==> src/common/core_pkg.sv <==
`default_nettype none

package core_pkg;

  // Data path and register file geometry
  localparam int XLEN = 64;
  localparam int REG_IDX_W = 5;
  localparam int INSTR_W = 32;
  localparam int NUM_REGS = 32;

  typedef logic [XLEN-1:0] xlen_t;
  typedef logic [REG_IDX_W-1:0] reg_idx_t;
  typedef logic [INSTR_W-1:0] instr_t;

  // ALU operation select
  typedef logic [1:0] alu_op_t;

  localparam alu_op_t ALU_AND = 2'b00;
  localparam alu_op_t ALU_ORR = 2'b01;
  localparam alu_op_t ALU_ADD = 2'b10;
  localparam alu_op_t ALU_SUB = 2'b11;

  // Opcode field, instruction bits 31..21
  localparam logic [10:0] OPC_ADD = 11'b10001011000;
  localparam logic [10:0] OPC_SUB = 11'b11001011000;
  localparam logic [10:0] OPC_AND = 11'b10001010000;
  localparam logic [10:0] OPC_ORR = 11'b10101010000;

  // x31 reads as zero and is never written
  localparam reg_idx_t ZERO_REG = 5'd31;

  // One issue slot as seen by a lane
  typedef struct packed {
    logic valid;
    instr_t instr;
  } issue_t;

  // Write-back record, also the bypass source for both lanes
  typedef struct packed {
    logic valid;
    reg_idx_t rd;
    xlen_t data;
  } wb_t;

endpackage

`default_nettype wire

==> src/lane/exec_lane.sv <==
`timescale 1ns/1ps
`default_nettype none

module exec_lane (
  input  logic               CLOCK,
  input  logic               reset,
  input  core_pkg::issue_t   issue,
  output core_pkg::reg_idx_t rd_idx_a,
  output core_pkg::reg_idx_t rd_idx_b,
  input  core_pkg::xlen_t    rd_data_a,
  input  core_pkg::xlen_t    rd_data_b,
  input  core_pkg::wb_t      bypass0,
  input  core_pkg::wb_t      bypass1,
  output core_pkg::wb_t      wb
);

  import core_pkg::*;

  alu_op_t  alu_op;
  reg_idx_t rn;
  reg_idx_t rm;
  reg_idx_t rd;
  logic     writes;

  xlen_t op_a;
  xlen_t op_b;
  xlen_t alu_result;

  instr_decode u_instr_decode (
    .instr  (issue.instr),
    .alu_op (alu_op),
    .rn     (rn),
    .rm     (rm),
    .rd     (rd),
    .writes (writes)
  );

  // Sources go straight to the register file read ports
  assign rd_idx_a = rn;
  assign rd_idx_b = rm;

  // Pick the newest value of a source register
  // Lane 1 record is younger, so it is checked before lane 0
  function automatic xlen_t select_operand(
    input reg_idx_t idx,
    input xlen_t    rf_val,
    input wb_t      byp0,
    input wb_t      byp1
  );
    xlen_t val;
    if (idx == ZERO_REG) begin
      val = '0;
    end else if (byp1.valid && (byp1.rd == idx)) begin
      val = byp1.data;
    end else if (byp0.valid && (byp0.rd == idx)) begin
      val = byp0.data;
    end else begin
      val = rf_val;
    end
    return val;
  endfunction

  assign op_a = select_operand(rn, rd_data_a, bypass0, bypass1);
  assign op_b = select_operand(rm, rd_data_b, bypass0, bypass1);

  always_comb begin
    case (alu_op)
      ALU_AND: alu_result = op_a & op_b;
      ALU_ORR: alu_result = op_a | op_b;
      ALU_ADD: alu_result = op_a + op_b;
      ALU_SUB: alu_result = op_a - op_b;  // Wraps modulo 2^64
    endcase
  end

  // Write-back record, one cycle after issue
  always_ff @(posedge CLOCK) begin
    wb.rd   <= rd;
    wb.data <= alu_result;
    if (reset) begin
      wb.valid <= 1'b0;
    end else begin
      wb.valid <= issue.valid && writes;
    end
  end

endmodule

`default_nettype wire

==> src/lane/instr_decode.sv <==
`timescale 1ns/1ps
`default_nettype none

module instr_decode (
  input  core_pkg::instr_t   instr,
  output core_pkg::alu_op_t  alu_op,
  output core_pkg::reg_idx_t rn,
  output core_pkg::reg_idx_t rm,
  output core_pkg::reg_idx_t rd,
  output logic               writes
);

  import core_pkg::*;

  logic known_op;  // One of the four R-type opcodes

  // R-type register fields
  assign rn = instr[9:5];
  assign rm = instr[20:16];
  assign rd = instr[4:0];

  always_comb begin
    alu_op   = ALU_AND;
    known_op = 1'b1;
    case (instr[31:21])
      OPC_ADD: alu_op = ALU_ADD;
      OPC_SUB: alu_op = ALU_SUB;
      OPC_AND: alu_op = ALU_AND;
      OPC_ORR: alu_op = ALU_ORR;
      default: known_op = 1'b0;  // Anything else behaves as a NOP
    endcase
  end

  // A write to x31 is dropped here, so no record ever carries rd 31
  assign writes = known_op && (rd != ZERO_REG);

endmodule

`default_nettype wire

==> config.mk <==
export PLATFORM = sky130hd
export DESIGN_NAME = exec_lane
export DESIGN_NICKNAME = d
export VERILOG_FILES = /design/src/common/core_pkg.sv /design/src/lane/exec_lane.sv /design/src/lane/instr_decode.sv
export SDC_FILE = /design/constraint.sdc
export NUM_CORES = 1
export LEC_CHECK = 0
export ABC_AREA = 1
export ABC_CLOCK_PERIOD_IN_PS = 4300
export BUFFER_PORTS_ARGS = -buffer_cell sky130_fd_sc_hd__buf_2
export CAP_MARGIN = 20
export CORE_ASPECT_RATIO = 0.6
export CORE_MARGIN = 8
export CORE_UTILIZATION = 27
export CTS_BUF_LIST = sky130_fd_sc_hd__clkbuf_2 sky130_fd_sc_hd__clkbuf_4 sky130_fd_sc_hd__clkbuf_8
export CTS_CLUSTER_DIAMETER = 100
export DETAILED_ROUTE_END_ITERATION = 7
export HOLD_SLACK_MARGIN = 0.03
export PLACE_DENSITY = 0.53
export SETUP_SLACK_MARGIN = 0.02
export SYNTH_ARGS = -nofsm -noshare
export SYNTH_HDL_FRONTEND = slang
export SYNTH_SLANG_ARGS = --single-unit
==> constraint.sdc <==
create_clock -name CLOCK -period 4.3 [get_ports CLOCK]
set_clock_uncertainty 0.05 [all_clocks]
set_input_delay 0 -clock CLOCK [delete_from_list [all_inputs] [get_ports CLOCK]]
set_output_delay 0 -clock CLOCK [all_outputs]
set_load 0.02 [all_outputs]
# After elaboration in Yosys (flattened, before gate mapping)
# Index checks and enable logic that the tools add are counted.
[word_totals] register_bits=70 input_bits=303 out_inout_bits=80 word_cells=38
[classes] addsub=2 eq_ne=14 muxes=9 n_bitwise=2 n_reduce_logical=8
[ops] op="64-bit two-way mux" count=6
[ops] op="64-bit case mux with 4 select lines" count=1
[ops] op="64-bit adder" count=1
[ops] op="64-bit bitwise AND" count=1
[ops] op="64-bit bitwise OR" count=1
[ops] op="64-bit subtractor" count=1
[ops] op="11-bit equality test (second input constant)" count=4
[ops] op="5-bit equality test" count=4
[ops] op="5-bit equality test (second input constant)" count=2
[ops] op="1-bit logical AND" count=6
[ops] op="2-bit case mux with 3 select lines" count=1
[ops] op="5-bit != test (second input constant)" count=1
[ops] op="2-bit equality test (second input constant)" count=2
[ops] op="4-bit OR reduction" count=1
[ops] op="2-bit by 1-bit equality test with 1-bit output (second input constant)" count=1
[ops] op="2-bit logical NOT" count=1
[ops] op="1-bit two-way mux" count=1

# Depth between registers and ports, before layout
[logic_depth] depth_word=7 depth_mapped=36 ltp_nobuf=35

# Cells and area by module
# Synthesis repeated with hierarchy kept, for this count alone.
[hier_totals] cells_unflattened=2443 area_unflattened_um2=13241.4
[by_module_without_submodules] mod="exec_lane" instances=1 cells_each=2394 area_each_um2=12987.5 seq_area_each_um2=1401.3
[by_module_without_submodules] mod="instr_decode" instances=1 cells_each=49 area_each_um2=254.0 seq_area_each_um2=0.0

# Least setup slack after synthesis
# No wires, ideal clock.
[synth_timing] path_kind="in2reg" start="in issue[18] in the netlist's numbering" end="reg wb[57] in the netlist's numbering" setup_ns=0.114 arrival_time_ns=3.725 t_required_ns=4.136 path_slack_ns=0.411 path_stages=28 path_buffers=1 path_cell_list="inv_2 nor4_4 buf_6 nor2_1 nand2_2 ha_1 nand3_1 nor2_1 inv_1 nor2_4 nand2_2 nor2_4 nand3b_1 nand2_1 xor2_1 inv_1 ha_1 a21o_1 a31oi_1 o21ai_0 a21oi_1 nand3_1 nand2_1 o211ai_1 a21o_1 or2_2 nand3_1 nand2_1"
[synth_via] elab_chain_len=7 elab_cells_between_ends=13 classes_between="add/sub: 2; eq/ne: 3; mux: 4; bitwise: 2; reduce/logical: 2"
[synth_rtl] element="from (decl)" line_no="exec_lane.sv:7" rtl="input core_pkg::issue_t issue,"
[synth_rtl] element="5-bit equality test" line_no="exec_lane.sv:55" rtl="end else if (byp0.valid && (byp0.rd == idx)) begin"
[synth_rtl] element="1-bit logical AND" line_no="exec_lane.sv:55"
[synth_rtl] element="64-bit two-way mux" line_no="exec_lane.sv:55"
[synth_rtl] element="64-bit two-way mux" line_no="exec_lane.sv:53" rtl="end else if (byp1.valid && (byp1.rd == idx)) begin"
[synth_rtl] element="64-bit two-way mux *" line_no="exec_lane.sv:51" rtl="if (idx == ZERO_REG) begin"
[synth_rtl] element="64-bit subtractor, or another cell as far along" line_no="exec_lane.sv:71" rtl="ALU_SUB: alu_result = op_a - op_b;"
[synth_rtl] element="64-bit case mux with 4 select lines *" line_no="exec_lane.sv:67" rtl="case (alu_op)"
[synth_rtl] element="net alu_result[57]" line_no="exec_lane.sv:27" rtl="xlen_t alu_result;"
[synth_rtl] element="to (decl)" line_no="exec_lane.sv:14" rtl="output core_pkg::wb_t wb"
# Mark *: on every way through the listed nets, which the timed path passes. The rest lies on a longest branch.
# A chain may end at the register's enable or synchronous reset.

# Worst setup path in the final report
[layout_timing] start="in issue[16] in the netlist's numbering" end="reg wb[59] in the netlist's numbering"
# The elaborated chain is that of the path after synthesis.

==> impl_metrics.py <==
metrics = {
    "worst_setup_path": {
        "cp_top_family": "simple AND/OR/NAND/NOR gates",
        "crit_slowest_cell": "ha_2",
        "cp_slowest_stage_delay_ns": 0.38,
        "critPathCaptureType": "register",
        "cp_max_fo": 19,
        "crit_path_start_kind": "input pin",
        "required_ns": 4.56,
        "worst-path-buf-inv": 7,
        "crit_type": "in2reg",
        "cp_common_cell": "nand2_2",
        "arrival_ns": 4.37,
    },
    "route": {
        "drc_errors": 0,
        "routed_wl_um": 82520,
        "drt_iter0_drc": 2530,
        "detail-route-antenna-nets": 0,
        "num_vias": 20310,
        "wire_per_inst_um": 20.71,
        "dr.pass1.iters": 6,
        "post_drt_via_cell_ratio": 5.098,
    },
    "final_layout": {
        "multi_input_area_mm2": 0.01087,
        "final-seq-area_mm2": 0.001401,
        "largestRegisters": "wb x70",
        "largest_reg_flops": 70,
        "drive_gt1_share_pct": 33.82,
        "num-fill-cells": 5432,
        "synthToLayoutAreaGrowth_pct": 54.39,
        "largest_register": "wb",
        "nNetsFinal": 3697,
        "fin_util_pct": 42.10,
    },
    "power": {
        "netSwitchingFraction_pct": 46.89,
        "pwr-share-clk_pct": 16.0,
        "p_leak_uw": 0.01110,
        "power_switching_uw": 2167,
        "pwr-share-seq_pct": 15.5,
        "power.internal_uw": 2455,
        "p_per_area_mw_per_mm2": 222.8,
        "peakVddDrop_uv": 173.0,
        "comb_power_share_pct": 68.4,
    },
    "timing": {
        "max_slew.worst_pin.slew_ns": 0.8978,
        "slew_headroom_pct": 40.08,
        "timing.fmax_ghz": 0.2433,
        "worst_slack_ns": 0.1896,
        "fin_setup_tns_ns": 0,
        "fin_crit_sh_pct": 95.59,
        "slew_viol_final": 0,
        "timing_hold_violations_final": 0,
        "holdWs_ns": 0.1178,
        "fin_crit_ns": 4.110,
        "setup_viol": 0,
    },
    "floorplan": {
        "rows": 63,
        "die_height_um": 188.8,
        "core-area_mm2": 0.04927,
        "io_pins": 383,
        "dieWidth_um": 304.0,
        "die_area_mm2": 0.05739,
        "start_util_pct": 27.27,
    },
    "yosys": {
        "avgSynthCellArea_um2": 5.329,
        "ys.flop_type": "dfxtp_1",
        "synth_enable_flop_cells": 0,
        "synthArstFlopShare_pct": 0,
        "synth_nets": 2891,
        "yosysWarnings": 0,
        "synthDistinctLibCells": 53,
        "ys_seq_elements": 70,
        "syn_area_mm2": 0.01344,
        "ys_seq_area_share_pct": 10.43,
        "synth_cells": 2521,
    },
    "grt": {
        "grt_max_degree": 92,
        "grt-ovfl-total": 0,
        "grt_pass1_wl_um": 117900,
        "antenna_found_initial": 3,
        "grtUsageTotal_pct": 26.88,
        "grt_pass1_vias": 18230,
    },
    "placed_design": {
        "place_congestion": 1.004,
        "io_buffers": 376,
        "dp_hpwl_um": 69910,
        "post-place-ws_ns": -0.5021,
    },
    "clock_network": {
        "cts_sinks": 70,
        "htree_num_levels": 3,
        "cts_buffer_depth": 2,
        "cts_tree": "built",
        "path_clk_slew_ns": 0.10,
        "cts_buffers": 9,
        "ctsRootBufferMaster": "clkbuf_8",
    },
    "status": {
        "status": "completed",
    },
    "hold_path": {
        "min_path_type": "in2reg",
    },
    "run": {
        "max-cap-violations": 0,
    },
}
placed cells by master (no fill, tap or decap), drive strengths merged, types with 10 or more instances in the layout:
| master | n |
|---|---|
| buf | 894 |
| nand2 | 721 |
| inv | 322 |
| nor2 | 319 |
| o21ai | 221 |
| nand3 | 187 |
| a21oi | 187 |
| nand4 | 85 |
| dfxtp | 70 |
| ha | 66 |
| xor2 | 43 |
| xnor2 | 42 |
| a31oi | 29 |
| or2 | 16 |
| nor3 | 14 |
| clkbuf | 14 |
| nor4 | 14 |
| o31ai | 12 |
| a21o | 11 |
| o21a | 10 |
cells by family after synthesis:
logic type | count (synthesis) | share of synthesized area (%)
AND/OR/NAND/NOR | 1361 | 44.07
AO/OA/AOI/OAI | 501 | 20.42
buffers and inverters | 437 | 13.24
XOR/XNOR | 85 | 5.541
flip-flops | 70 | 10.43
adder cells (fa/ha/maj) | 67 | 6.295
power groups by stage:
stage | Sequential [µW] | Combinational (µW) | Clock [µW]
2_1_floorplan | 800 | 1280 | 0
3_3_place_gp | 734 | 2910 | 0
3_5_place_dp | 734 | 2900 | 0
4_1_cts | 720 | 2910 | 776
5_1_grt | 724 | 3370 | 795
6_report | 718 | 3160 | 741
final cells by class:
cell class              count  share of cell area, %
flip-flops and latches     70                  6.756
well taps                 650                  3.921
clock buffers              10                 0.6635
clock inverters             6                 0.5550
multi-input cells        2015                  52.39
repair buffers            907                  29.83
inverters                 324                  5.863
diodes                      2                0.02413
tightest hold or removal path, stage by stage:
cell and delay (ns):
buf_2 0.07, nand2_1 0.05, nand3_1 0.08, nand2_1 0.07, o21ai_0 0.16, nand2_1 0.06
o21ai_0 0.07
synthesized netlist by cell type, types with 3 or more instances:
master    instances  area (µm²)
a21o_1           11       82.58
a21oi_1         184       920.9
a21oi_2           3       26.28
a31oi_1          29       181.4
a32o_1            4       40.04
buf_1            13       48.80
buf_2            24       120.1
buf_4            11       82.58
buf_6             9       101.4
clkbuf_1         56       210.2
clkinv_1          4       15.01
dfxtp_1          70        1401
ha_1             66       825.8
inv_1           313        1175
inv_2             7       26.28
nand2_1         680        2552
nand2_2          40       250.2
nand3_1         181       905.9
nand3_2           4       40.04
nand3b_1          6       45.04
nand4_1          85       531.8
nor2_1          302        1134
nor2_2           10       62.56
nor2_4            6       67.56
nor3_1           12       60.06
nor4_1           13       81.33
o211ai_1          3       22.52
o21a_1           10       75.07
o21ai_0         215        1076
o21ai_1           4       20.02
o21bai_1          6       45.04
o22ai_1           5       31.28
o31ai_1          12       90.09
or2_2            16       100.1
xnor2_1          42       367.9
xor2_1           43       376.6
metrics by stage:
stage               std cells  area (µm²)  power, µW
floorplan                2521       13440       2081
global placement         3937       19580       3644
detailed placement       3937       19580       3630
CTS                      3962       19920       4411
global route             3983       20740       4894
finish                   3984       20740       4622
worst paths after layout:
kind | start | end | cells past startpoint | slack, ns
worst max-delay path | issue[16] | wb[59] | 31 | 0.19
worst min-delay path | rd_data_a[56] | wb[56] | 7 | 0.12
routing by layer:
layer,track usage [%],vias to the layer above,share of wire (%)
met5,0,-,0.022
met2,34.50,1178,36
li1,-,9860,-
met4,3.951,4,1.1
met3,7.666,54,13
met1,42.89,9216,50
repair_timing:
item | 4_1_cts | 5_1_grt
pin swaps | 0 | 32
hold buffers | 9 | 0
gates cloned | 0 | 4
setup endpoints to repair | 3 | 49
resized for setup | 1 | 175
endpoints found under the hold margin | 8 | 0
setup buffers | 0 | 16
No activity file was read; power rests on OpenSTA's default activity.
